`config.mk`:
```
export PLATFORM = sky130hd
export DESIGN_NAME = memwb_reg
export DESIGN_NICKNAME = d
export VERILOG_FILES = /design/src/logic/mem_pkg.sv /design/src/logic/memwb_reg.sv
export VERILOG_INCLUDE_DIRS = /design/src /design/src/include
export SDC_FILE = /design/constraint.sdc
export NUM_CORES = 1
export LEC_CHECK = 0
export BUFFER_PORTS_ARGS = -buffer_cell sky130_fd_sc_hd__clkbuf_2
export CELL_PAD_IN_SITES_DETAIL_PLACEMENT = 1
export CELL_PAD_IN_SITES_GLOBAL_PLACEMENT = 1
export CORE_AREA = 8 8 82 84
export DETAILED_ROUTE_END_ITERATION = 10
export DIE_AREA = 0 0 90 92
export PLACE_DENSITY_LB_ADDON = 0.1
export RECOVER_POWER = 25
export SYNTH_ARGS = -nofsm -noshare
export SYNTH_HDL_FRONTEND = slang
export SYNTH_SLANG_ARGS = --single-unit
```
`constraint.sdc`:
```
create_clock -name clk -period 1.55 [get_ports clk]
set_clock_uncertainty 0.05 [all_clocks]
set_input_delay 0.2325 -clock clk [delete_from_list [all_inputs] [get_ports clk]]
set_output_delay 0.2325 -clock clk [all_outputs]
set_load 0.01 [all_outputs]
```
`src/include/mem_config.svh`:
```
`ifndef MEM_CONFIG_SVH
`define MEM_CONFIG_SVH

// Data memory timing

// Extra stall cycles a load spends beyond its issue cycle
// Zero is legal and leaves only the registered read cycle
`define DMEM_WAIT_STATES 2

// Data memory geometry

// Word index width inside one bank
// Four word-interleaved banks sit on address bits [3:2]
`define DMEM_INDEX_BITS 10

// Words held by each bank
`define DMEM_BANK_WORDS (1 << `DMEM_INDEX_BITS)

`endif

```
`src/logic/mem_pkg.sv`:
```
package mem_pkg;

    `include "mem_config.svh"

    // Datapath word
    typedef logic [31:0] word_t;

    // Destination register number
    typedef logic [4:0] reg_idx_t;

    // ALU result seen as a data memory address
    typedef struct packed {
        logic [31-`DMEM_INDEX_BITS-4:0] upper;  // Bits above the banked range
        logic [`DMEM_INDEX_BITS-1:0]    index;  // Word inside the bank
        logic [1:0]                     bank;   // Interleave select
        logic [1:0]                     offset; // Byte offset, ignored
    } mem_addr_fields_t;

    // Same ALU word, decoded two ways
    // The raw view goes to write-back, the field view drives the banks
    typedef union packed {
        word_t            raw;
        mem_addr_fields_t fields;
    } mem_addr_u;

    // Load sequencing
    typedef enum logic {
        MS_IDLE,      // Ready for the next access
        MS_LOAD_WAIT  // Load in flight, read word pending
    } mem_state_e;

endpackage

```
`src/logic/memwb_reg.sv`:
```
`timescale 1ns/1ps

module memwb_reg (
    input  logic              clk,
    input  logic              reset,
    input  logic              stall,        // MEM busy, nothing to pass on
    input  logic              mem_to_reg,   // Write back the load word
    input  logic              reg_write,
    input  mem_pkg::word_t    alu_out,
    input  mem_pkg::word_t    read_word,
    input  mem_pkg::reg_idx_t rd,
    output mem_pkg::word_t    wb_data,
    output mem_pkg::reg_idx_t wb_rd,
    output logic              wb_reg_write
);

    mem_pkg::word_t wb_sel;

    // Write-back source
    assign wb_sel = mem_to_reg ? read_word : alu_out;

    // Control bit, bubble on stall
    always_ff @(posedge clk) begin
        if (reset) begin
            wb_reg_write <= 1'b0;
        end else if (stall) begin
            wb_reg_write <= 1'b0; // Same instruction is not written twice
        end else begin
            wb_reg_write <= reg_write;
        end
    end

    // Payload only moves on an unstalled cycle
    always_ff @(posedge clk) begin
        if (!stall) begin
            wb_data <= wb_sel;
            wb_rd   <= rd;
        end
    end

endmodule

```
# After elaboration in Yosys (flattened, before gate mapping)
# Index checks and enable logic that the tools add are counted.
[word_totals] word_cells=5 out_inout_bits=38 reg_bits=38 in_bits=74
[classes] n_reduce_logical=1 muxes=1
[ops] cell="2-to-1 mux 32 bit" n=1
[ops] cell="OR reduction 2 bit" n=1

# Depth between registers and ports, before layout
[logic_depth] depth_word=1 mapped_depth=3

# Least setup slack after synthesis
# OpenSTA, ideal clock, no wires.
[synth_path] kind="input to register" start="in stall" end="reg wb_data[0] (enable)" required_ps=1109 stages=1 setup_time_ps=391 setup_slack_ps=152 arrival_time_ps=956 path_cell_list="inv_1"
[synth_rtl] item="start, declared" line="memwb_reg.sv:6" text="input logic stall,"
[synth_rtl] item="end signal, assigned" line="memwb_reg.sv:36" text="wb_data <= wb_sel;"
[synth_rtl] item="end, declared" line="memwb_reg.sv:12" text="output mem_pkg::word_t wb_data,"
# No word-level cell between the ends.

# Worst setup path in the final report
[layout_path] start="reg wb_data[9]" end="out wb_data[9]"
# No word-level cell between the ends.

==> metrics.csv <==
stage;metric;value;unit
route;count of TritonRoute iterations in the first routing pass;4;
worst_setup_path;delay-heaviest family, CP;flip-flops;
worst_setup_path;critical setup path kind;reg2out;
worst_setup_path;Max FO, Critical Path;1;
yosys;synthesized flop and latch total;38;
die;Die Width;90;microns
timing;setup TNS;0;ns
cells_and_area;share of cells above drive strength 1;0.7784;
timing;final worst path period need;1.088;ns
timing;Tcrit/Tclk final;0.7018;
die;Die Span Y;92;microns
placed_design;IO buf count;111;
power_and_ir_drop;maximum VDD drop;0.3798;mV
worst_setup_path;CP Cell Sequence;clkbuf_2;
worst_setup_path;crit path DAT;0.81;ns
grt;largest net degree at the start of global routing;33;
clocking;clk root buf;clkbuf_8;
grt;first-pass GRT wire length;6693;microns
yosys;Syn Inst Count;76;
min_path;worst hold path class;in2reg;
yosys;largest area contributor in the synthesized netlist;edfxtp_1;
worst_setup_path;startpoint types;register;
route;Remaining DRCs;0;
route;drt via density;4.207;
cells_and_area;fill count;613;
clocking;clk buf depth;2;
worst_setup_path;Critical-path top delay cell;edfxtp_1;
yosys;most area-consuming cells after synthesis;edfxtp_1 (66%), mux2_4 (27%), buf_12 (3.6%);
cells_and_area;ANT cells;0;
route;initial DRC count;33;
route;DRT antenna net count;0;
grt;GR Overflow Total;0;
yosys;post-synth top area share;0.6588;
power_and_ir_drop;pwr dens;959.8;nW/um^2
clocking;CTS tree;built;
yosys;syn_nets;150;
worst_setup_path;slowest stage delay, CP;0.39;ns
clocking;cts repair resizes;0;
timing;Slew @ Worst Pin;0.4940;ns
timing;hold slack;0.05715;ns
yosys;sequential fraction of the synthesis area;0.6706;
clocking;htree depth;2;
die;die area;8280;sq um
die;CORE AREA;5405;sq um
grt;initial antenna violation count;0;
die;num rows;27;
power_and_ir_drop;Pwr Total;2.278;mW
route;DRT Wirelength;4308;microns
route;Wirelength per Cell;16.20;microns
clocking;Clock Pin Slew Worst Setup and Hold Paths;0.07;ns
cells_and_area;most common cell after layout, fill and taps aside;clkbuf_2;
yosys;Cell variety after synth;8;
timing;slew margin rel.;0.6707;
cells_and_area;commonest cells after routing, fill and taps aside;clkbuf_2 (111), edfxtp_1 (37), mux2_4 (30);
flow_run;max-cap viol count;0;
timing;final setup violating endpoints;0;
power_and_ir_drop;Leak;1.151;nW
cells_and_area;post-route non-filler standard cell count;266;
clocking;Inserted Clock Buffers;5;
timing;max-slew violations;0;
cells_and_area;register area;1131;sq um
placed_design;Final Wtd Congestion;0.6259;
clocking;Post-CTS Repair Setup Buffers;0;
yosys;Mean Syn Cell Area;22.19;sq um
worst_setup_path;Worst Setup End Kind;primary output;
grt;overall routing resource usage;0.1032;
clocking;clock net sink count;38;
yosys;Synth warnings;0;
clocking;cts hold-fix bufs;0;
cells_and_area;multi-input logic area;480.5;sq um
cells_and_area;Synth-to-Final Area Change;40.73;%
placed_design;Cells after DPL;258;
die;num ports;112;
grt;vias in the first global route;1378;
timing;final hold violations;0;
yosys;Cell Area, Synth;1687;sq um
route;via count;1119;
timing;RSZ-0062 raised after global routing;no;
timing;f_max;919.3;MHz
worst_setup_path;critical path buffer and inverter count;1;
cells_and_area;Final nets;267;
outcome;outcome;finished, final reports clean;
die;initial core utilization;0.3120;
worst_setup_path;required time of the critical path;1.27;ns
[state kept, by name (all words and copies together), names as in the netlist]
signal / cells
wb_data: 32
wb_rd: 5
wb_reg_write: 1
[final cells by class]
type / count / area share
timing repair buffer: 114 / 0.2472
multi-input combinational: 33 / 0.2024
sequential: 38 / 0.4765
clock buffer: 6 / 0.03057
clock inverter: 2 / 0.003690
inverter: 1 / 0.001581
tap: 72 / 0.03795
[routing by layer]
layer | vias to the layer above | GRT usage | routed length (microns)
met5 | - | 0 | 0
met4 | 0 | 0.03329 | 45
met3 | 7 | 0.05705 | 458
met2 | 61 | 0.1908 | 2302
met1 | 523 | 0.09418 | 1501
li1 | 528 | - | -
[cell families (layout without fill, tap and decap cells)]
logic type / after synthesis / after routing / share of synthesized area
buffers and inverters: 5 / 123 / 0.04451
multiplexers: 32 / 32 / 0.2804
AND/OR/NAND/NOR: 1 / 1 / 0.004453
flip-flops: 38 / 38 / 0.6706
[report_power, final]
group | total (mW) | leakage (nW) | switching [mW] | internal (mW)
combinational | 0.391 | 0.738 | 0.168 | 0.223
clock | 0.631 | 0.0426 | 0.322 | 0.309
sequential | 1.26 | 0.370 | 0.0229 | 1.23
total | 2.28 | 1.15 | 0.513 | 1.76
[metrics by stage]
step	setup WS, ns	util	cell area [sq um]
final	0.4622	0.4391	2374
after global routing	0.4064	0.4391	2374
after CTS	0.4469	0.4398	2377
after detailed placement	0.2662	0.4248	2296
after global placement	0.2969	0.4248	2296
after floorplan	0.1522	-	1687
[final timing paths]
| check | startpoint | endpoint | slack [ns] | cells after the start |
|---|---|---|---|---|
| worst max-delay path | wb_data[9]$_DFFE_PN_ | wb_data[9] | 0.46 | 1 |
| worst min-delay path | reset | wb_reg_write$_SDFF_PP0_ | 0.06 | 2 |
[cells in the mapped netlist]
| cell type | count |
|---|---|
| nor3b_1 | 1 |
| dfxtp_1 | 1 |
| mux2_4 | 30 |
| buf_6 | 1 |
| buf_12 | 3 |
| mux2_2 | 2 |
| edfxtp_1 | 37 |
| inv_1 | 1 |
Note: power is estimated with default switching activity, not from simulation.
