`config.mk`:
```
export PLATFORM = sky130hd
export DESIGN_NAME = bank_select_mux
export DESIGN_NICKNAME = d
export VERILOG_FILES = /design/src/logic/mem_pkg.sv /design/src/logic/bank_select_mux.sv
export VERILOG_INCLUDE_DIRS = /design/src /design/src/include
export SDC_FILE = /design/constraint.sdc
export NUM_CORES = 1
export LEC_CHECK = 0
export BUFFER_PORTS_ARGS = -buffer_cell sky130_fd_sc_hd__buf_2
export CORE_MARGIN = 10
export CORE_UTILIZATION = 24
export DETAILED_ROUTE_END_ITERATION = 7
export HOLD_SLACK_MARGIN = 0.12
export PLACE_DENSITY_LB_ADDON = 0.1
export SLEW_MARGIN = 5
export SYNTH_ARGS = -nofsm -noshare
export SYNTH_HDL_FRONTEND = slang
export SYNTH_SLANG_ARGS = --single-unit
```
`constraint.sdc`:
```
create_clock -name clk -period 1.3 [get_ports clk]
set_input_delay 0.065 -clock clk [delete_from_list [all_inputs] [get_ports clk]]
set_output_delay 0.065 -clock clk [all_outputs]
set_load 0.02 [all_outputs]
```
`src/include/mem_config.svh`:
```
`ifndef MEM_CONFIG_SVH
`define MEM_CONFIG_SVH

// Data memory timing

// Extra stall cycles a load spends beyond its issue cycle
// Zero is legal and leaves only the registered read cycle
`define DMEM_WAIT_STATES 2

// Data memory geometry

// Word index width inside one bank
// Four word-interleaved banks sit on address bits [3:2]
`define DMEM_INDEX_BITS 10

// Words held by each bank
`define DMEM_BANK_WORDS (1 << `DMEM_INDEX_BITS)

`endif

```
`src/logic/mem_pkg.sv`:
```
package mem_pkg;

    `include "mem_config.svh"

    // Datapath word
    typedef logic [31:0] word_t;

    // Destination register number
    typedef logic [4:0] reg_idx_t;

    // ALU result seen as a data memory address
    typedef struct packed {
        logic [31-`DMEM_INDEX_BITS-4:0] upper;  // Bits above the banked range
        logic [`DMEM_INDEX_BITS-1:0]    index;  // Word inside the bank
        logic [1:0]                     bank;   // Interleave select
        logic [1:0]                     offset; // Byte offset, ignored
    } mem_addr_fields_t;

    // Same ALU word, decoded two ways
    // The raw view goes to write-back, the field view drives the banks
    typedef union packed {
        word_t            raw;
        mem_addr_fields_t fields;
    } mem_addr_u;

    // Load sequencing
    typedef enum logic {
        MS_IDLE,      // Ready for the next access
        MS_LOAD_WAIT  // Load in flight, read word pending
    } mem_state_e;

endpackage

```
`src/logic/bank_select_mux.sv`:
```
`timescale 1ns/1ps

`include "mem_config.svh"

module bank_select_mux (
    input  logic                        clk,
    input  logic                        reset,
    input  mem_pkg::mem_addr_u          addr,       // ALU result as address
    input  logic                        mem_write,  // Store request
    input  logic                        read_issue, // Load issue strobe
    input  mem_pkg::word_t              bank_rdata0,
    input  mem_pkg::word_t              bank_rdata1,
    input  mem_pkg::word_t              bank_rdata2,
    input  mem_pkg::word_t              bank_rdata3,
    output logic [3:0]                  bank_re,
    output logic [3:0]                  bank_we,
    output logic [`DMEM_INDEX_BITS-1:0] bank_index, // Shared by all banks
    output mem_pkg::word_t              read_word   // Word of the issued load
);

    logic [3:0] bank_hot; // One-hot bank decode
    logic [1:0] rd_bank;  // Bank of the outstanding load
    logic       store;

    assign bank_hot = 4'b0001 << addr.fields.bank;

    // A read issue wins over a store in the same cycle
    assign store = mem_write & ~read_issue;

    assign bank_re    = bank_hot & {4{read_issue}};
    assign bank_we    = bank_hot & {4{store}};
    assign bank_index = addr.fields.index;

    // Remember where the load went, the address may move on later
    always_ff @(posedge clk) begin
        if (reset) begin
            rd_bank <= 2'd0;
        end else if (read_issue) begin
            rd_bank <= addr.fields.bank;
        end
    end

    // Return path
    always_comb begin
        case (rd_bank)
            2'd0:    read_word = bank_rdata0;
            2'd1:    read_word = bank_rdata1;
            2'd2:    read_word = bank_rdata2;
            default: read_word = bank_rdata3;
        endcase
    end

endmodule

```
---- Word level (Yosys, flattened, before mapping) ----
Index checks and enable logic that the tools add are counted.
storage, ports and cells
  output and inout port bits .............. 50
  flip-flop bits (word level) ............. 2
  logic and storage cells ................. 10
operators by class
  mux-type cells .......................... 1
  bitwise gates (word level) .............. 4
  reductions and logical operators ........ 1
  shift-type cells ........................ 1
  eq/ne operators ......................... 2
operator list
  kind                                                  count
  one-hot mux 32 bit (3 select lines)                   1
  bitwise AND 4 bit                                     2
  left shift 1 x 2 -> 4 bit (first input constant)      1
  equality test 2 x 1 -> 1 bit (second input constant)  1
  equality test 2 bit (second input constant)           1
  zero test 2 bit                                       1
  bitwise AND 1 bit                                     1
  NOT 1 bit                                             1

---- Logic depth before layout (Yosys ltp) ----
Gate-level depths: netlist of run 1.
  word-level depth ........................ 3
  gate-level depth with buffers ........... 4
  depth with buffers taken out ............ 2

---- Worst setup path before layout of run 1 ----
OpenSTA, ideal clock, no wires.
  path type ............................... register -> output
  start ................................... reg rd_bank[0]
  end ..................................... out read_word[10]
  stages on the path, launching flop included .. 4
  required time ........................... 1.235 ns
  arrival ................................. 1.168 ns
  slack ................................... 0.067 ns
  buffers on the path ..................... 2
  cell sequence ........................... dfxtp_1 -> buf_6 -> buf_6 -> mux4_2
on the way
  word-level cells in the longest chain between the ends .. 2
  elaborated cells between the ends (all ways) .. 4
  classes of those cells .................. eq/ne (2); mux (1); reduce/logical (1)
ends and longest elaborated chain
  what                                               line                   RTL
  from (decl)                                        bank_select_mux.sv:22  logic [1:0] rd_bank;
  from (signal assigned)                             bank_select_mux.sv:39  rd_bank <= addr.fields.bank;
  equality test 2 bit, or another cell as far along  bank_select_mux.sv:45  case (rd_bank)
  one-hot mux 32 bit (3 select lines) (*)            bank_select_mux.sv:45
  to (decl)                                          bank_select_mux.sv:18  output mem_pkg::word_t read_word
Mark *: on every way between the ends. The rest lies on a longest branch, timed or not.

---- Worst setup path after layout of run 1 ----
  start ................................... reg rd_bank[0]
  end ..................................... out read_word[13]
Same word-level chain as after synthesis.

==> impl_metrics.tcl, run 1 <==
set metrics [dict create \
    outcome "finished with violations" \
    violations "negative setup slack" \
    ys_seq_area_share_pct 3.97 \
    internal_power_mw 0.767 \
    antenna_found_initial 0 \
    syn_area_mm2 0.00101 \
    drive_gt1_share_pct 93.5 \
    ff_latch_area_um2 43.8 \
    multi_input_area_um2 815 \
    drc 0 \
    grt_use_met3_pct 7.65 \
    synth_top_family_by_area "multiplexers" \
    cts_buffers 3 \
    path_class "flip-flop to primary output" \
    rsz0062_at_grt "yes" \
    synth_cell_types 18 \
    ant_nets 0 \
    p_leak_nw 1.05 \
    tightest_slew_ps 220 \
    grt_pass1_vias 1620 \
    powerDensity_mw_per_mm2 559 \
    clk_pin_slew_ps 30 \
    cts_tree "yes" \
    rows 23 \
    postLayoutCoreUtil_pct 52.2 \
    die-area_mm2 0.00719 \
    r2r-end "rd_bank[1]" \
    syn_area_per_cell_um2 15.3 \
    crit_fanout 10 \
    clkSinkCount 2 \
    r2r_setup_slack_ps 440 \
    place_hpwl_um 5090 \
    critPathRequiredTime_ps 1240 \
    place_congestion 0.719 \
    grt_util_met2_pct 26.6 \
    power.clock.fraction_pct 20.4 \
    synth-simple-area-share_pct 7.82 \
    crit_start "rd_bank[0]" \
    crit_path_end_kind "primary output" \
    io_pins 214 \
    finClkSkew_ps 0 \
    htree_levels 1 \
    synth_top_area_share_pct 64.8 \
    reg2reg_depth 3 \
    grt_max_degree 18 \
    synth.yosys.warnings 0 \
    use_met1_pct 14.4 \
    p_sw_mw 0.409 \
    endpoint "read_word[13]" \
    grtUsageTotal_pct 14.8 \
    synth_compound_area_share_pct 0.496 \
    drt-total-wl_um 5710 \
    initial_utilization_pct 25.0 \
    largest_reg_flops 2 \
    fin_nets 396 \
    cts_root_buffer "clkbuf_8" \
    drt_pre_antenna_iters 4 \
    cap_viol_max_count 0 \
    ys_ff_latch 2 \
    vias 1346 \
    synth_xor_area_share_pct 0 \
    fin_crit_ps 1520 \
    max_flop_register "rd_bank" \
    finalSetupTns_ps -6290 \
    via_per_inst 4.81 \
    synth_largest_area_cell "mux4_2" \
    finalHoldViolCount 0 \
    syn_inst 66 \
    fillers 382 \
    hold_slack_ps 130 \
    slew_violations 0 \
    syn2layout_area_growth_pct 109 \
    setup_slack_ps -216 \
    die_w_um 84.8 \
    switching_share_pct 34.8 \
    worstSetupStartpointType "flip-flop" \
    yosys.area_share.adder_pct 0 \
    cts_buffer_depth 2 \
    worstSkewPairLatency_ps 210 \
    finalSetupViolations 32 \
    slew_headroom_pct 85.1 \
    n_antenna_cell 0 \
    wire_per_inst_um 20.4 \
    synth.area.mux_share_pct 73.6 \
    min-delay-path-class "input port to primary output" \
    peakVddDrop_v 0.000297 \
    timing.rr.start "rd_bank[1]" \
    cp_data_arrival_time_ps 1450 \
    p_seq_share_pct 6.3 \
    synthTopCellsByArea "mux4_2 65%, mux4_1 7.8%, buf_4 7.4%, buf_6 4.5%, dfxtp_1 4.0%" \
    top_regs "rd_bank x2" \
    fmax_mhz 660 \
    overflow 0 \
    syn_nets 230 \
    fin_crit_sh_pct 117 \
    comb_power_share_pct 73.3 \
    port_buffers 173 \
    grt-busiest-layer "met2" \
    die_h_um 84.8 \
    drt_iter0_drc 23 \
    grt_pass1_wl_um 8570 \
    core_area_mm2 0.00403 \
]
-- logic make-up (layout without fill, tap and decap cells) --
logic type	Yosys count	after routing
mux	33	33
simple gates	11	11
compound gates	1	1
buf+inv	19	183
flops	2	2
-- Yosys cell counts, drive strengths merged --
cell / number
mux4: 32
buf: 17
clkbuf: 2
dfxtp: 2
nor2: 2
nor4bb: 2
a21oi: 1
and3: 1
and3b: 1
and4b: 1
mux2i: 1
nand2: 1
nand2b: 1
nor3b: 1
nor4b: 1
-- layout make-up --
type / instances / area share, %
timing repair buffer: 180 / 54.3
tap: 50 / 2.97
multi-input combinational: 45 / 38.7
clock buffer: 3 / 1.96
sequential: 2 / 2.08
-- through the flow --
stage          cell area, um2  power [mW]  cells  setup slack [ps]
2_1_floorplan            1010       0.523     66              67.0
3_3_place_gp             1870       0.805    275             -45.3
3_5_place_dp             1870       0.814    275             -54.6
4_1_cts                  2100        1.19    280              -237
5_1_grt                  2100        1.25    280              -284
6_report                 2100        1.18    280              -216
-- worst min path at each step --
stage | startpoint | end | slack [ps] | depth (start not counted)
final | addr[8] | bank_index[4] | 130 | 0
after global routing | addr[4] | bank_index[0] | 130 | 0
after CTS | addr[6] | bank_index[2] | 130 | 0
after detailed placement | addr[6] | bank_index[2] | 130 | 0
after global placement | addr[6] | bank_index[2] | 130 | 0
after floorplan | reset | rd_bank[1] | 130 | 1
-- repair_timing --
action                     CTS  global route
buffers inserted             0             0
gates cloned                 1             0
hold endpoints to repair     2             0
hold buffers                 1             0
resized for setup           54             2
setup endpoints to repair   32            32
-- cell usage in the layout, fill, tap and decap left out, drive strengths merged --
master         n
nand2          1
and3b          1
buf          179
nand2b         1
nor4b          1
clkbuf         3
nor3b          1
a21oi          1
dfxtp          2
mux4          32
nor4bb         2
and3           1
mux2i          1
nor2           2
dlygate4sd3    1
and4b          1
-- power by group through the flow --
stage	Combinational, mW	Clock (mW)	Sequential (mW)
global route	0.922	0.256	0.0748
CTS	0.869	0.249	0.0742
detailed placement	0.743	0	0.0717
global placement	0.733	0	0.0716
finish	0.862	0.239	0.0740
floorplan	0.456	0	0.0671
-- critical path, cell delays in order, from the launching register on --
cell and delay (ps):
dfxtp_4 410, buf_12 160, mux4_2 490, buf_2 180
-- routing by layer --
metal	part of all wire, %	vias to the layer above
met1	32	616
met4	1.2	0
met2	54	105
li1	-	617
met5	0	-
met3	13	8
Note: power is estimated with default switching activity, not from simulation.
==> run 2, diff against run 1 <==
MAX_ROUTING_LAYER = met4   (was unset)
PLACE_DENSITY = 0.93   (was unset)
PLACE_DENSITY_LB_ADDON = unset   (was 0.1)
==> run 2 against run 1 <==
Effect of this change: critical path depth is the same; register-to-register slack is essentially flat; the flow still finishes with violations (negative setup slack); sequential power shrank 2%; via count grew 4.7%; non-clock buffer count grew 1; global-route usage grew 1.7 points; cell count grew 0.36%; highest routed layer unchanged; flip-flop and latch count is the same; core utilization shrank 2.1 points; total power shrank 3.6%; routed wire length grew 12%.
==> impl_metrics.tcl, run 2 (synthesized netlist as in run 1, its figures left out) <==
set metrics [dict create \
    p_leak_nw 1.03 \
    grt_pass1_wl_um 9260 \
    vias 1409 \
    critPathRequiredTime_ps 1240 \
    cap_viol_max_count 0 \
    finalSetupViolations 32 \
    largest_reg_flops 2 \
    crit_path_end_kind "primary output" \
    die-area_mm2 0.00719 \
    antenna_found_initial 0 \
    rows 23 \
    crit_fanout 11 \
    grt_max_degree 23 \
    setup_slack_ps -250 \
    cts_buffer_depth 2 \
    worstSetupStartpointType "flip-flop" \
    htree_levels 1 \
    die_h_um 84.8 \
    cts_root_buffer "clkbuf_8" \
    fin_crit_ps 1550 \
    violations "negative setup slack" \
    drive_gt1_share_pct 92.6 \
    outcome "finished with violations" \
    finalHoldViolCount 0 \
    min-delay-path-class "input port to primary output" \
    worstSkewPairLatency_ps 210 \
    path_class "flip-flop to primary output" \
    rsz0062_at_grt "yes" \
    drc 0 \
    crit_start "rd_bank[0]" \
    clkSinkCount 2 \
    finClkSkew_ps 0 \
    ant_nets 0 \
    hold_slack_ps 130 \
    fmax_mhz 645 \
    top_regs "rd_bank x2" \
    cts_buffers 3 \
    timing.rr.start "rd_bank[1]" \
    drt_pre_antenna_iters 4 \
    powerDensity_mw_per_mm2 562 \
    fillers 386 \
    drt_iter0_drc 38 \
    reg2reg_depth 3 \
    grt_pass1_vias 1690 \
    die_w_um 84.8 \
    io_pins 214 \
    fin_crit_sh_pct 119 \
    mostFrequentLayoutCells "163 x buf_2, 30 x mux4_2, 10 x buf_6" \
    peakVddDrop_v 0.000557 \
    total_power_mw 1.13 \
    slew_violations 0 \
    slew_headroom_pct 83.3 \
    syn2layout_area_growth_pct 100 \
    cts_tree "yes" \
    min_path_cells 0 \
    overflow 0 \
    clk_pin_slew_ps 30 \
    port_buffers 173 \
    n_antenna_cell 0 \
    core_area_mm2 0.00403 \
    place_congestion 0.888 \
    wire_per_inst_um 22.9 \
    max_flop_register "rd_bank" \
    worstHoldStart "addr[7]" \
    fin_nets 397 \
    via_per_inst 5.01 \
    grtUsageTotal_pct 16.5 \
    drt-total-wl_um 6420 \
    tightest_slew_ps 247 \
    place_hpwl_um 5820 \
    final_common_cell "buf_2" \
    finalSetupTns_ps -6930 \
    cp_data_arrival_time_ps 1480 \
    initial_utilization_pct 25.0 \
]
run 2: changes by cell type in the layout (fill, tap and decap cells not counted):
cell and delta:
buf_12 -1, buf_2 +13, buf_4 +3, buf_6 -13
buf_8 -1, mux4_1 +2, mux4_2 -2
run 2: critical path: stages, from the launching register on:
cell and delay [ps]:
dfxtp_4 410, buf_12 170, mux4_2 510, buf_2 180
run 2: cell type report:
cell class,instances,area (um2),share of cell area [%]
Sequential cell,2,43.8,2.17
Tap cell,50,62.6,3.10
Multi-Input combinational cell,45,822,40.7
Clock buffer,3,41.3,2.05
Timing Repair Buffer,181,1050,52.0
run 2: worst paths after layout:
check                       end  slack [ps]
setup / recovery  read_word[26]        -250
hold / removal    bank_index[3]         130
setup reg to reg     rd_bank[1]         440
hold reg to reg      rd_bank[1]         700
run 2: report_power, final:
part	internal, mW	switching (mW)	total (mW)
Clock	0.196	0.0500	0.246
Sequential	0.0649	0.00789	0.0728
Combinational	0.453	0.362	0.815
run 2: layer usage:
metal  global-route usage (%)  routed length [um]  vias to the layer above
li1                         -                   -                      624
met1                     15.9                2120                      662
met2                     30.6                3480                      111
met3                     7.36                 734                       12
met4                     1.95                  85                        0
met5                        -                   0                        -
run 2: what timing repair did:
action,CTS,global route
buffers inserted,1,0
resized for setup,9,14
cloned,1,0
hold buffers,1,0
setup endpoints to repair,32,32
hold endpoints to repair,2,0
run 2: stage by stage:
stage	std cells	area, um2	setup WS (ps)	util [%]
after floorplan	66	1010	67.0	-
after global placement	275	1870	-49.1	46.4
after detailed placement	275	1870	-83.6	46.4
after CTS	281	1970	-264	49.0
after global routing	281	2020	-289	50.1
final	281	2020	-250	50.1
