--- src/include/mem_config.svh ---
`ifndef MEM_CONFIG_SVH
`define MEM_CONFIG_SVH

// Data memory timing

// Extra stall cycles a load spends beyond its issue cycle
// Zero is legal and leaves only the registered read cycle
`define DMEM_WAIT_STATES 2

// Data memory geometry

// Word index width inside one bank
// Four word-interleaved banks sit on address bits [3:2]
`define DMEM_INDEX_BITS 10

// Words held by each bank
`define DMEM_BANK_WORDS (1 << `DMEM_INDEX_BITS)

`endif

--- src/logic/mem_wait_timer.sv ---
`timescale 1ns/1ps

`include "mem_config.svh"

module mem_wait_timer (
    input  logic clk,
    input  logic reset,
    input  logic start, // Load the wait count
    output logic last   // Final cycle of the wait
);

    // One spare bit so a zero wait still has a counter
    localparam int CNT_W = $clog2(`DMEM_WAIT_STATES + 2);

    logic [CNT_W-1:0] count;
    logic             active; // Wait in progress

    // Count reaches zero in the cycle the load completes
    assign last = active & (count == '0);

    always_ff @(posedge clk) begin
        if (reset) begin
            count  <= '0;
            active <= 1'b0;
        end else if (start) begin
            count  <= CNT_W'(`DMEM_WAIT_STATES);
            active <= 1'b1;
        end else if (last) begin
            active <= 1'b0; // Wait done, back to idle
        end else if (active) begin
            count <= count - 1'b1;
        end
    end

endmodule

--- config.mk ---
export PLATFORM = sky130hd
export DESIGN_NAME = mem_wait_timer
export DESIGN_NICKNAME = d
export VERILOG_FILES = /design/src/logic/mem_wait_timer.sv
export VERILOG_INCLUDE_DIRS = /design/src /design/src/include
export SDC_FILE = /design/constraint.sdc
export NUM_CORES = 1
export LEC_CHECK = 0
export BUFFER_PORTS_ARGS = -buffer_cell sky130_fd_sc_hd__clkbuf_2
export CAP_MARGIN = 20
export CORE_AREA = 2 2 39 41
export DETAILED_ROUTE_END_ITERATION = 6
export DIE_AREA = 0 0 41 43
export PLACE_DENSITY_LB_ADDON = 0.12
export SKIP_CTS_REPAIR_TIMING = 1
export SLEW_MARGIN = 0
export SYNTH_ARGS = -nofsm -noshare
export SYNTH_HDL_FRONTEND = slang
export SYNTH_SLANG_ARGS = --single-unit
--- constraint.sdc ---
create_clock -name clk -period 2.1 [get_ports clk]
set_input_delay 0.21 -clock clk [delete_from_list [all_inputs] [get_ports clk]]
set_output_delay 0.21 -clock clk [all_outputs]
set_load 0.005 [all_outputs]
# Word-level counts from Yosys, hierarchy flattened

Cells that the tools add are included.

Bits in registers: 3
Output and inout port bits: 1
Logic and storage cells: 18

$add $sub $neg: 1
Equal/unequal tests: 1
Muxes and demuxes: 5
Bitwise logic cells: 2
Reduce and logical (&&, ||, !) cells: 6

Operators by type and width:

| cell                                                               | count |
|---|---|
| 2-bit 2-to-1 mux                                                   | 3 |
| 2-bit AND reduction                                                | 2 |
| 2-bit nonzero test                                                 | 2 |
| 2-bit logical NOT                                                  | 1 |
| 1-bit 2-to-1 mux                                                   | 2 |
| 2-bit != test, second input constant                               | 1 |
| 2-bit OR reduction                                                 | 1 |
| 2-bit by 1-bit subtractor with 2-bit output, second input constant | 1 |
| 1-bit AND                                                          | 1 |
| 1-bit inverter                                                     | 1 |

# Longest topological paths before layout

Gate-level depths: netlist of the first run.

Depth in word-level cells: 4
Gate-level depth with buffers: 5
Mapped depth without buffers: 5

# Least setup slack after synthesis of the first run

Ideal clock, no wire load.

Kind: flip-flop to flip-flop
Start point: register count[0]
End point: register count[1]
Library setup time: 0.088 ns
Arrival time: 0.994 ns
Required time: 2.012 ns
Setup slack: 1.018 ns
Cell stages (with the launch flop): 6
Clock period less this slack: 1.082 ns
Path through: dfxtp_1 > inv_1 > ha_1 > nor2b_4 > nor3_2 > a311oi_2

Cells in the longest elaborated chain, start to end: 4
Elaborated cells between the ends (all ways): 8

Ends and longest elaborated chain:

| what                                                                                    | line                                       | source |
|---|---|---|
| start, declared                                                                         | mem_wait_timer.sv:15                       | `logic [CNT_W-1:0] count;` |
| start signal, assigned                                                                  | mem_wait_timer.sv:26                       | `` count <= CNT_W'(`DMEM_WAIT_STATES); `` |
| start signal, assigned                                                                  | mem_wait_timer.sv:31                       | `count <= count - 1'b1;` |
| 2-bit by 1-bit subtractor with 2-bit output / 2-bit logical NOT (equally long branches) | mem_wait_timer.sv:31, mem_wait_timer.sv:19 |  |
| 2-bit 2-to-1 mux / 1-bit AND (equally long branches)                                    | mem_wait_timer.sv:30, mem_wait_timer.sv:19 |  |
| 2-bit 2-to-1 mux / 2-bit != test (equally long branches)                                | -                                          |  |
| 2-bit 2-to-1 mux / 2-bit AND reduction (equally long branches)                          | -                                          |  |

Several ways; a longest one is shown, not always the timed one. The select of a mux whose other input is x is not followed.
A chain may end at the register's enable or synchronous reset.

# Final worst setup path of the first run

Start point: register count[0]
End point: output last

Cells in the longest elaborated chain, start to end: 2

Ends and longest elaborated chain:

| what              | line                 | source |
|---|---|---|
| 2-bit logical NOT | mem_wait_timer.sv:19 | `assign last = active & (count == '0);` |
| 1-bit AND         | mem_wait_timer.sv:19 |  |
| end, declared     | mem_wait_timer.sv:9  | `output logic last` |

Every way passes these cells.

==> results of run 1 <==
==> cells by family (layout without fill, tap and decap cells) <==
| group | Yosys count | after routing | share of synthesized area (%) |
|---|---|---|---|
| flip-flops | 3 | 3 | 38.40 |
| adder cells (fa/ha/maj) | 1 | 1 | 7.999 |
| XOR/XNOR | 1 | 1 | 5.601 |
| buffers and inverters | 3 | 10 | 7.199 |
| AO/OA/AOI/OAI | 1 | 1 | 9.597 |
| AND/OR/NAND/NOR | 6 | 6 | 31.20 |
==> report_power, final <==
group	leakage, nW	internal [mW]	switching (mW)
Clock	0.0150	0.0711	0.0275
Combinational	0.0479	0.0112	0.0112
Sequential	0.0248	0.0608	0.00180
Total	0.0877	0.143	0.0405
==> final cells by class <==
| cell class | instances | area [sq um] |
|---|---|---|
| Fill cell | 153 | 1166 |
| Inverter | 3 | 11.26 |
| Sequential cell | 3 | 60.06 |
| Timing Repair Buffer | 3 | 15.01 |
| Tap cell | 16 | 20.02 |
| Multi-Input combinational cell | 9 | 85.08 |
| Clock buffer | 4 | 26.28 |
==> per-stage QoR <==
stage	hold WS, ns	power [mW]	setup WS (ns)	instance area (sq um)
floorplan	0.2779	0.07882	1.018	156.4
global placement	0.4461	0.08630	0.9407	191.4
detailed placement	0.4432	0.08627	0.9399	191.4
CTS	0.1982	0.1905	0.7261	217.7
global route	0.2043	0.1981	0.6609	217.7
finish	0.2040	0.1836	0.7512	217.7
==> synth_stat cells <==
| cell | instances |
|---|---|
| a311oi_2 | 1 |
| nor3_2 | 2 |
| ha_1 | 1 |
| nor2b_4 | 1 |
| dfxtp_1 | 3 |
| inv_1 | 3 |
| and2_2 | 1 |
| nor2_1 | 2 |
| xnor2_1 | 1 |
==> critical path: cells and delay by family, from the launching register on <==
kind	cells	cell delay, ns
fa+ha+maj	1	0.23
simple gates	1	0.20
buf+inv	2	0.16
flops	1	0.33
==> flip-flops by register name (all words and copies together) (netlist names) <==
register and cells:
count 2, active 1
==> how the worst max path moves through the flow <==
stage,from,endpoint,depth (start not counted)
after global placement,count[0],count[1],5
after CTS,count[0],last,4
after floorplan,count[0],count[1],5
final,count[0],last,4
after detailed placement,count[0],count[1],5
after global routing,count[0],last,4
==> routing by layer <==
| metal | vias to the layer above | routed length, um | GRT usage [%] | share of wire, % |
|---|---|---|---|---|
| li1 | 63 | - | - | - |
| met1 | 53 | 136 | 5.112 | 50 |
| met2 | 3 | 119 | 5.938 | 43 |
| met3 | 0 | 17 | 6.283 | 6.2 |
| met4 | 0 | 0 | 0 | 0 |
| met5 | - | 0 | 0 | 0 |
==> placed cells by master, fill, tap and decap left out, drive strengths merged <==
| master | instances |
|---|---|
| a311oi | 1 |
| nor2 | 2 |
| nor2b | 1 |
| ha | 1 |
| dfxtp | 3 |
| inv | 3 |
| nor3 | 2 |
| xnor2 | 1 |
| and2 | 1 |
| clkbuf | 7 |
==> reports/summary.txt, run 1 <==
Row count: 14
Starting density of the core: 11.30%
Area of the die: 1763 sq um
CTS H-tree lvls: 1
Layout area overhead: 39.20%
Worst-path cell chain: inv_1, ha_1, and2_2, clkbuf_2
Fin Setup TNS: 0 ns
Antenna cells: 0
Register area share after synthesis: 38.40%
DRT Pass-1 Iters: 1
Crit path DAT: 1.14 ns
Final ANT Viol Nets: 0
Total congestion overflow: 0
Total track usage: 4.709%
Port buffer count: 3
Die H: 43 um
Detailed Route WL: 274 um
Setup Skew: 0.0002701 ns
Final-report max-slew violation count: 0
Worst IR drop on VDD: 0.3444 mV
Fmax achieved: 0.7414 GHz
Run status: finished, final reports clean
Root Buffer: clkbuf_4
Cells after Synth: 15
Hold Violations, Final: 0
Unrepaired setup endpoints after global routing: no
Final Core Density: 15.73%
Chip width: 41 um
First-pass GRT wire length: 510 um
Fin cells: 38
Layout cells sized above 1: 50.00%
Crit path capture type: output pin
Final period utilization: 64.23%
GPL Wtd Cong: 0.6012
Slowest cell on the critical path: dfxtp_1
Reg-to-Reg Start: count[0]
Mapped Area: 156.4 sq um
Top cells by area, synth: dfxtp_1 38%, nor3_2 13%, a311oi_2 9.6%, nor2b_4 8.8%, ha_1 8.0%
Slew HR: 87.43%
Routed wire length per instance: 7.211 um
Yosys Warn Count: 0
Nets: 27
Largest net degree at the start of global routing: 5
Area leader, netlist: dfxtp_1
Core Region: 1384 sq um
Reg2reg setup slack: 0.94 ns
DR vias/cell: 3.132
Clk_lat worst skew: 0.23 ns
HP Class: in2reg
Worst flop-to-flop path endpoint: count[1]
WS Path Type: reg2out
Dpl cells: 34
Initial antenna violation count: 0
Tmin final: 1.349 ns
Largest stage delay, worst path: 0.33 ns
Detailed Route Iter0 Violations: 0
CTS sink count: 3
CP required: 1.89 ns
Hold path depth: 2
Ports: 4
Hold Path Origin: reset
Vias in the first global route: 127
Netlist cell types: 9
Slew @ Worst Pin: 0.1886 ns
Net Count, Synth: 19
Leak pwr: 0.08771 nW
Max Cap Viol: 0
CTS buffer count: 3
HPWL after detailed placement: 221 um
Worst-path clk slew: 0.04 ns
Synth Register Bits: 3
CTS tree: yes
Setup violators final: 0
WHS Endpoint: count[0]
Residual DRC: 0
Worst setup SP type: register
Power density over the cells: 843.3 nW/um^2
Yosys top cell area share: 38.40%
Worst r2r path cells: 5
Syn_area_per_cell: 10.43 sq um
Clock Tree Buf Depth: 2
Routed via count: 119
Crit path max fanout: 2
No activity file was read; power rests on OpenSTA's default activity.
==> inputs of run 2 (changes only) <==
Clock period 2.1 ns to 1.2 ns, I/O delays scaled along.
==> reports/summary.txt, run 2 (synthesized netlist as in run 1, its figures left out) <==
Slowest cell on the critical path: dfxtp_2 (was dfxtp_1)
HP Class: in2reg (unchanged)
Crit path capture type: output pin (unchanged)
Root Buffer: clkbuf_4 (unchanged)
GPL Wtd Cong: 0.6498 (was 0.6012)
Residual DRC: 0 (unchanged)
Final ANT Viol Nets: 0 (unchanged)
Routed wire length per instance: 7.211 um (unchanged)
Clock Tree Buf Depth: 2 (unchanged)
Worst IR drop on VDD: 0.3296 mV (was 0.3444 mV)
Setup violators final: 0 (unchanged)
Run status: finished, final reports clean (unchanged)
CTS tree: yes (unchanged)
DR vias/cell: 3.184 (was 3.132)
Chip width: 41 um (unchanged)
Ports: 4 (unchanged)
Routed via count: 121 (was 119)
Max reg flops: 2 (unchanged)
Layout area overhead: 47.20% (was 39.20%)
CTS buffer count: 3 (unchanged)
Worst-path clk slew: 0.04 ns (about the same)
Port buffer count: 3 (unchanged)
Area of the die: 1763 sq um (unchanged)
Leak pwr: 0.08997 nW (was 0.08771 nW)
Worst setup SP type: register (unchanged)
Hold Violations, Final: 0 (unchanged)
Max Cap Viol: 0 (unchanged)
CP required: 1.08 ns (was 1.89 ns)
Nets: 27 (unchanged)
Die H: 43 um (unchanged)
First-pass GRT wire length: 448 um (was 510 um)
Total congestion overflow: 0 (unchanged)
DRT Pass-1 Iters: 2 (was 1)
Crit path max fanout: 2 (unchanged)
Biggest register: count (unchanged)
Dpl ws: 0.03871 ns (was 0.9399 ns)
Fin Setup TNS: 0 ns (unchanged)
Starting density of the core: 11.30% (unchanged)
Fillers: 151 (was 153)
Unrepaired setup endpoints after global routing: no (unchanged)
Slew @ Worst Pin: 0.1749 ns (was 0.1886 ns)
Cell area after layout: 230.2 sq um (was 217.7 sq um)
Core Region: 1384 sq um (unchanged)
Most frequent cells in the layout: 3 x inv_1, 3 x clkbuf_4 (was 3 x inv_1, 3 x dfxtp_1, 3 x clkbuf_4, 3 x clkbuf_2)
Tmin final: 1.155 ns
Power density over the cells: 1451 nW/um^2 (was 843.3 nW/um^2)
Biggest registers after layout: count x2, active x1 (unchanged)
Fmax achieved: 0.8657 GHz
Sequential cell area: 62.56 sq um (was 60.06 sq um)
Row count: 14 (unchanged)
CTS H-tree lvls: 1 (unchanged)
Vias in the first global route: 133 (was 127)
Total Power: 0.3341 mW (was 0.1836 mW)
Layout cells sized above 1: 63.64% (was 50.00%)
Antenna cells: 0 (unchanged)
Detailed Route Iter0 Violations: 2 (was 0)
Initial antenna violation count: 0 (unchanged)
Total track usage: 4.614% (was 4.709%)
Largest stage delay, worst path: 0.32 ns (was 0.33 ns)
Worst setup margin: 0.04483 ns (was 0.7512 ns)
Final period utilization: 96.26%
Crit path DAT: 1.04 ns (was 1.14 ns)
Largest net degree at the start of global routing: 5 (unchanged)
Final Core Density: 16.64% (was 15.73%)
WS Path Type: reg2out (unchanged)
Slew HR: 88.34% (was 87.43%)
Detailed Route WL: 274 um (unchanged)
Worst-path cell chain: inv_1, ha_2, and2_4, buf_6 (was inv_1, ha_1, and2_2, clkbuf_2)
Multi-input gate area: 88.84 sq um (was 85.08 sq um)
Final-report max-slew violation count: 0 (unchanged)
Clk_lat worst skew: 0.24 ns (was 0.23 ns)
Placed Area: 191.4 sq um (unchanged)
CTS sink count: 3 (unchanged)
Setup Skew: 0.005474 ns (was 0.0002701 ns)
[run 2: cell type report]
cell class | count | share of cell area, %
multi-input cells | 9 | 38.59
flip-flops and latches | 3 | 27.17
clock buffers | 4 | 11.41
well taps | 16 | 8.696
inverters | 3 | 4.891
repair buffers | 3 | 9.239
[run 2: where the power goes]
part           internal, mW  total, mW  leakage [nW]  switching [mW]
sequential            0.107      0.111        0.0255         0.00340
clock                 0.125      0.180        0.0150          0.0549
combinational        0.0244     0.0439        0.0495          0.0196
[run 2: final timing paths]
kind,slack [ns],endpoint,start,cells past startpoint
hold / removal,0.09,count[1],reset,2
setup / recovery,0.04,last,count[1],4
hold reg to reg,0.53,count[0],count[0],2
setup reg to reg,0.11,count[1],count[1],5
[run 2: worst max-delay path: cells and delay by family, from the launching register on]
kind          cells  cell delay, ns
fa+ha+maj         1            0.19
buf+inv           2            0.15
flops             1            0.32
simple gates      1            0.14
[run 2: layer usage]
metal,track usage [%],up-vias,wire [um],share of wire (%)
met5,0,-,0,0
met4,6.000,0,0,0
met3,5.236,0,13,4.7
met2,5.313,3,130,47
met1,3.205,56,130,47
li1,-,62,-,-
[run 2: per-stage QoR]
step | cells | hold slack, ns
after floorplan | 15 | 0.1879
after global placement | 34 | 0.3494
after detailed placement | 34 | 0.3411
after CTS | 38 | 0.08912
after global routing | 38 | 0.08824
final | 38 | 0.09142
==> inputs of run 3 (changes only) <==
==> constraint.sdc (replaced) <==
create_clock -name clk -period 1.2 [get_ports clk]
set_input_delay 0.24 -clock clk [delete_from_list [all_inputs] [get_ports clk]]
set_output_delay 0.24 -clock clk [all_outputs]
set_load 0.005 [all_outputs]
==> reports/summary.txt, run 3 (synthesized netlist as in run 1, its figures left out) <==
Leak pwr: 0.1119 nW (was 0.08997 nW)
Core Region: 1384 sq um (unchanged)
Detailed Route WL: 311 um (was 274 um)
Tmin final: 1.214 ns (was 1.155 ns)
CP required: 0.96 ns (was 1.08 ns)
CTS buffer count: 3 (unchanged)
Residual DRC: 0 (unchanged)
Area of the die: 1763 sq um (unchanged)
Worst setup margin: -0.01447 ns (was 0.04483 ns)
Most common cell after layout, fill and taps aside: buf_4
Routed via count: 136 (was 121)
Die H: 43 um (unchanged)
Chip width: 41 um (unchanged)
Biggest register: count (unchanged)
Slew HR: 88.19% (was 88.34%)
Violated checks: setup timing
Row count: 14 (unchanged)
Worst setup SP type: register (unchanged)
Max Cap Viol: 0 (unchanged)
Dpl cells: 34 (unchanged)
Initial antenna violation count: 0 (unchanged)
Starting density of the core: 11.30% (unchanged)
CTS tree: yes (unchanged)
Total track usage: 4.413% (was 4.614%)
CTS H-tree lvls: 1 (unchanged)
Slew @ Worst Pin: 0.1772 ns (was 0.1749 ns)
Clock Tree Buf Depth: 2 (unchanged)
Biggest registers after layout: count x2, active x1 (unchanged)
Power density over the cells: 1292 nW/um^2 (was 1451 nW/um^2)
Final-report max-slew violation count: 0 (unchanged)
Largest net degree at the start of global routing: 5 (unchanged)
Layout area overhead: 72.80% (was 47.20%)
Most frequent cells in the layout: 4 x buf_4, 3 x clkbuf_4 (was 3 x inv_1, 3 x clkbuf_4)
Worst-path clk slew: 0.04 ns (about the same)
Clk_lat worst skew: 0.23 ns (was 0.24 ns)
Detailed Route Iter0 Violations: 0 (was 2)
Crit path DAT: 0.97 ns (was 1.04 ns)
HP Class: in2reg (unchanged)
Fin cells: 42 (was 38)
WS Path Type: reg2out (unchanged)
DRT Pass-1 Iters: 1 (was 2)
Run status: finished with violations (was finished, final reports clean)
Fmax achieved: 0.8234 GHz (was 0.8657 GHz)
Vias in the first global route: 111 (was 133)
Crit path max fanout: 2 (unchanged)
Total Power: 0.3491 mW (was 0.3341 mW)
Fillers: 159 (was 151)
DR vias/cell: 3.238 (was 3.184)
Routed wire length per instance: 7.405 um (was 7.211 um)
Unrepaired setup endpoints after global routing: yes (was no)
Fin Setup TNS: -0.01447 ns (was 0 ns)
GPL Wtd Cong: 0.6473 (was 0.6498)
Setup violators final: 1 (was 0)
Port buffer count: 3 (unchanged)
Antenna cells: 0 (unchanged)
Layout cells sized above 1: 76.92% (was 63.64%)
Total congestion overflow: 0 (unchanged)
Max reg flops: 2 (unchanged)
Hold Violations, Final: 0 (unchanged)
First-pass GRT wire length: 441 um (was 448 um)
Worst IR drop on VDD: 0.6109 mV (was 0.3296 mV)
Final ANT Viol Nets: 0 (unchanged)
CTS sink count: 3 (unchanged)
Final period utilization: 101.2% (was 96.26%)
Nets: 31 (was 27)
Crit path capture type: output pin (unchanged)
Root Buffer: clkbuf_4 (unchanged)
Ports: 4 (unchanged)
Setup Skew: 0.0003401 ns (was 0.005474 ns)
run 3: changes by cell type in the layout (fill, tap and decap cells not counted), sizes merged:
cell and change:
buf +4
run 3: worst paths after layout:
check	to	slack, ns	startpoint	cells after the start
worst min-delay path	count[0]	0.22	reset	2
worst max register to register	active	0.08	count[1]	7
worst min register to register	count[1]	0.61	count[0]	3
worst max-delay path	last	-0.01	count[1]	4
run 3: worst max-delay path, cell delays in order (launching register included):
cell and delay, ns:
dfxtp_2 0.32, inv_2 0.04, ha_4 0.15, and2_4 0.13
buf_6 0.10
run 3: final cells by class:
type | instances | area, sq um | share of cell area [%]
Multi-Input combinational cell | 9 | 98.84 | 36.57
Sequential cell | 3 | 62.56 | 23.15
Timing Repair Buffer | 7 | 51.30 | 18.98
Clock buffer | 4 | 26.28 | 9.722
Tap cell | 16 | 20.02 | 7.407
Inverter | 3 | 11.26 | 4.167
run 3: metrics by stage:
step	worst slack (ns)	util [%]	hold WS [ns]	cell area [sq um]
after floorplan	0.1175	-	0.3079	156.4
after global placement	0.04646	13.83	0.4653	191.4
after detailed placement	0.03559	13.83	0.4693	191.4
after CTS	-0.2102	15.73	0.2280	217.7
after global routing	-0.05429	19.53	0.2217	270.3
final	-0.01447	19.53	0.2199	270.3
run 3: metal layers:
layer  wire [um]  up-vias  track usage, %
met4           0        0               0
met1         126       62           5.128
met5           0        -               0
met2         148        5           4.063
li1            -       69               -
met3          37        0           7.853
run 3: power breakdown:
part / internal (mW) / total [mW] / switching [mW]
sequential: 0.107 / 0.111 / 0.00341
combinational: 0.0361 / 0.0608 / 0.0247
clock: 0.125 / 0.178 / 0.0531
total: 0.268 / 0.349 / 0.0812
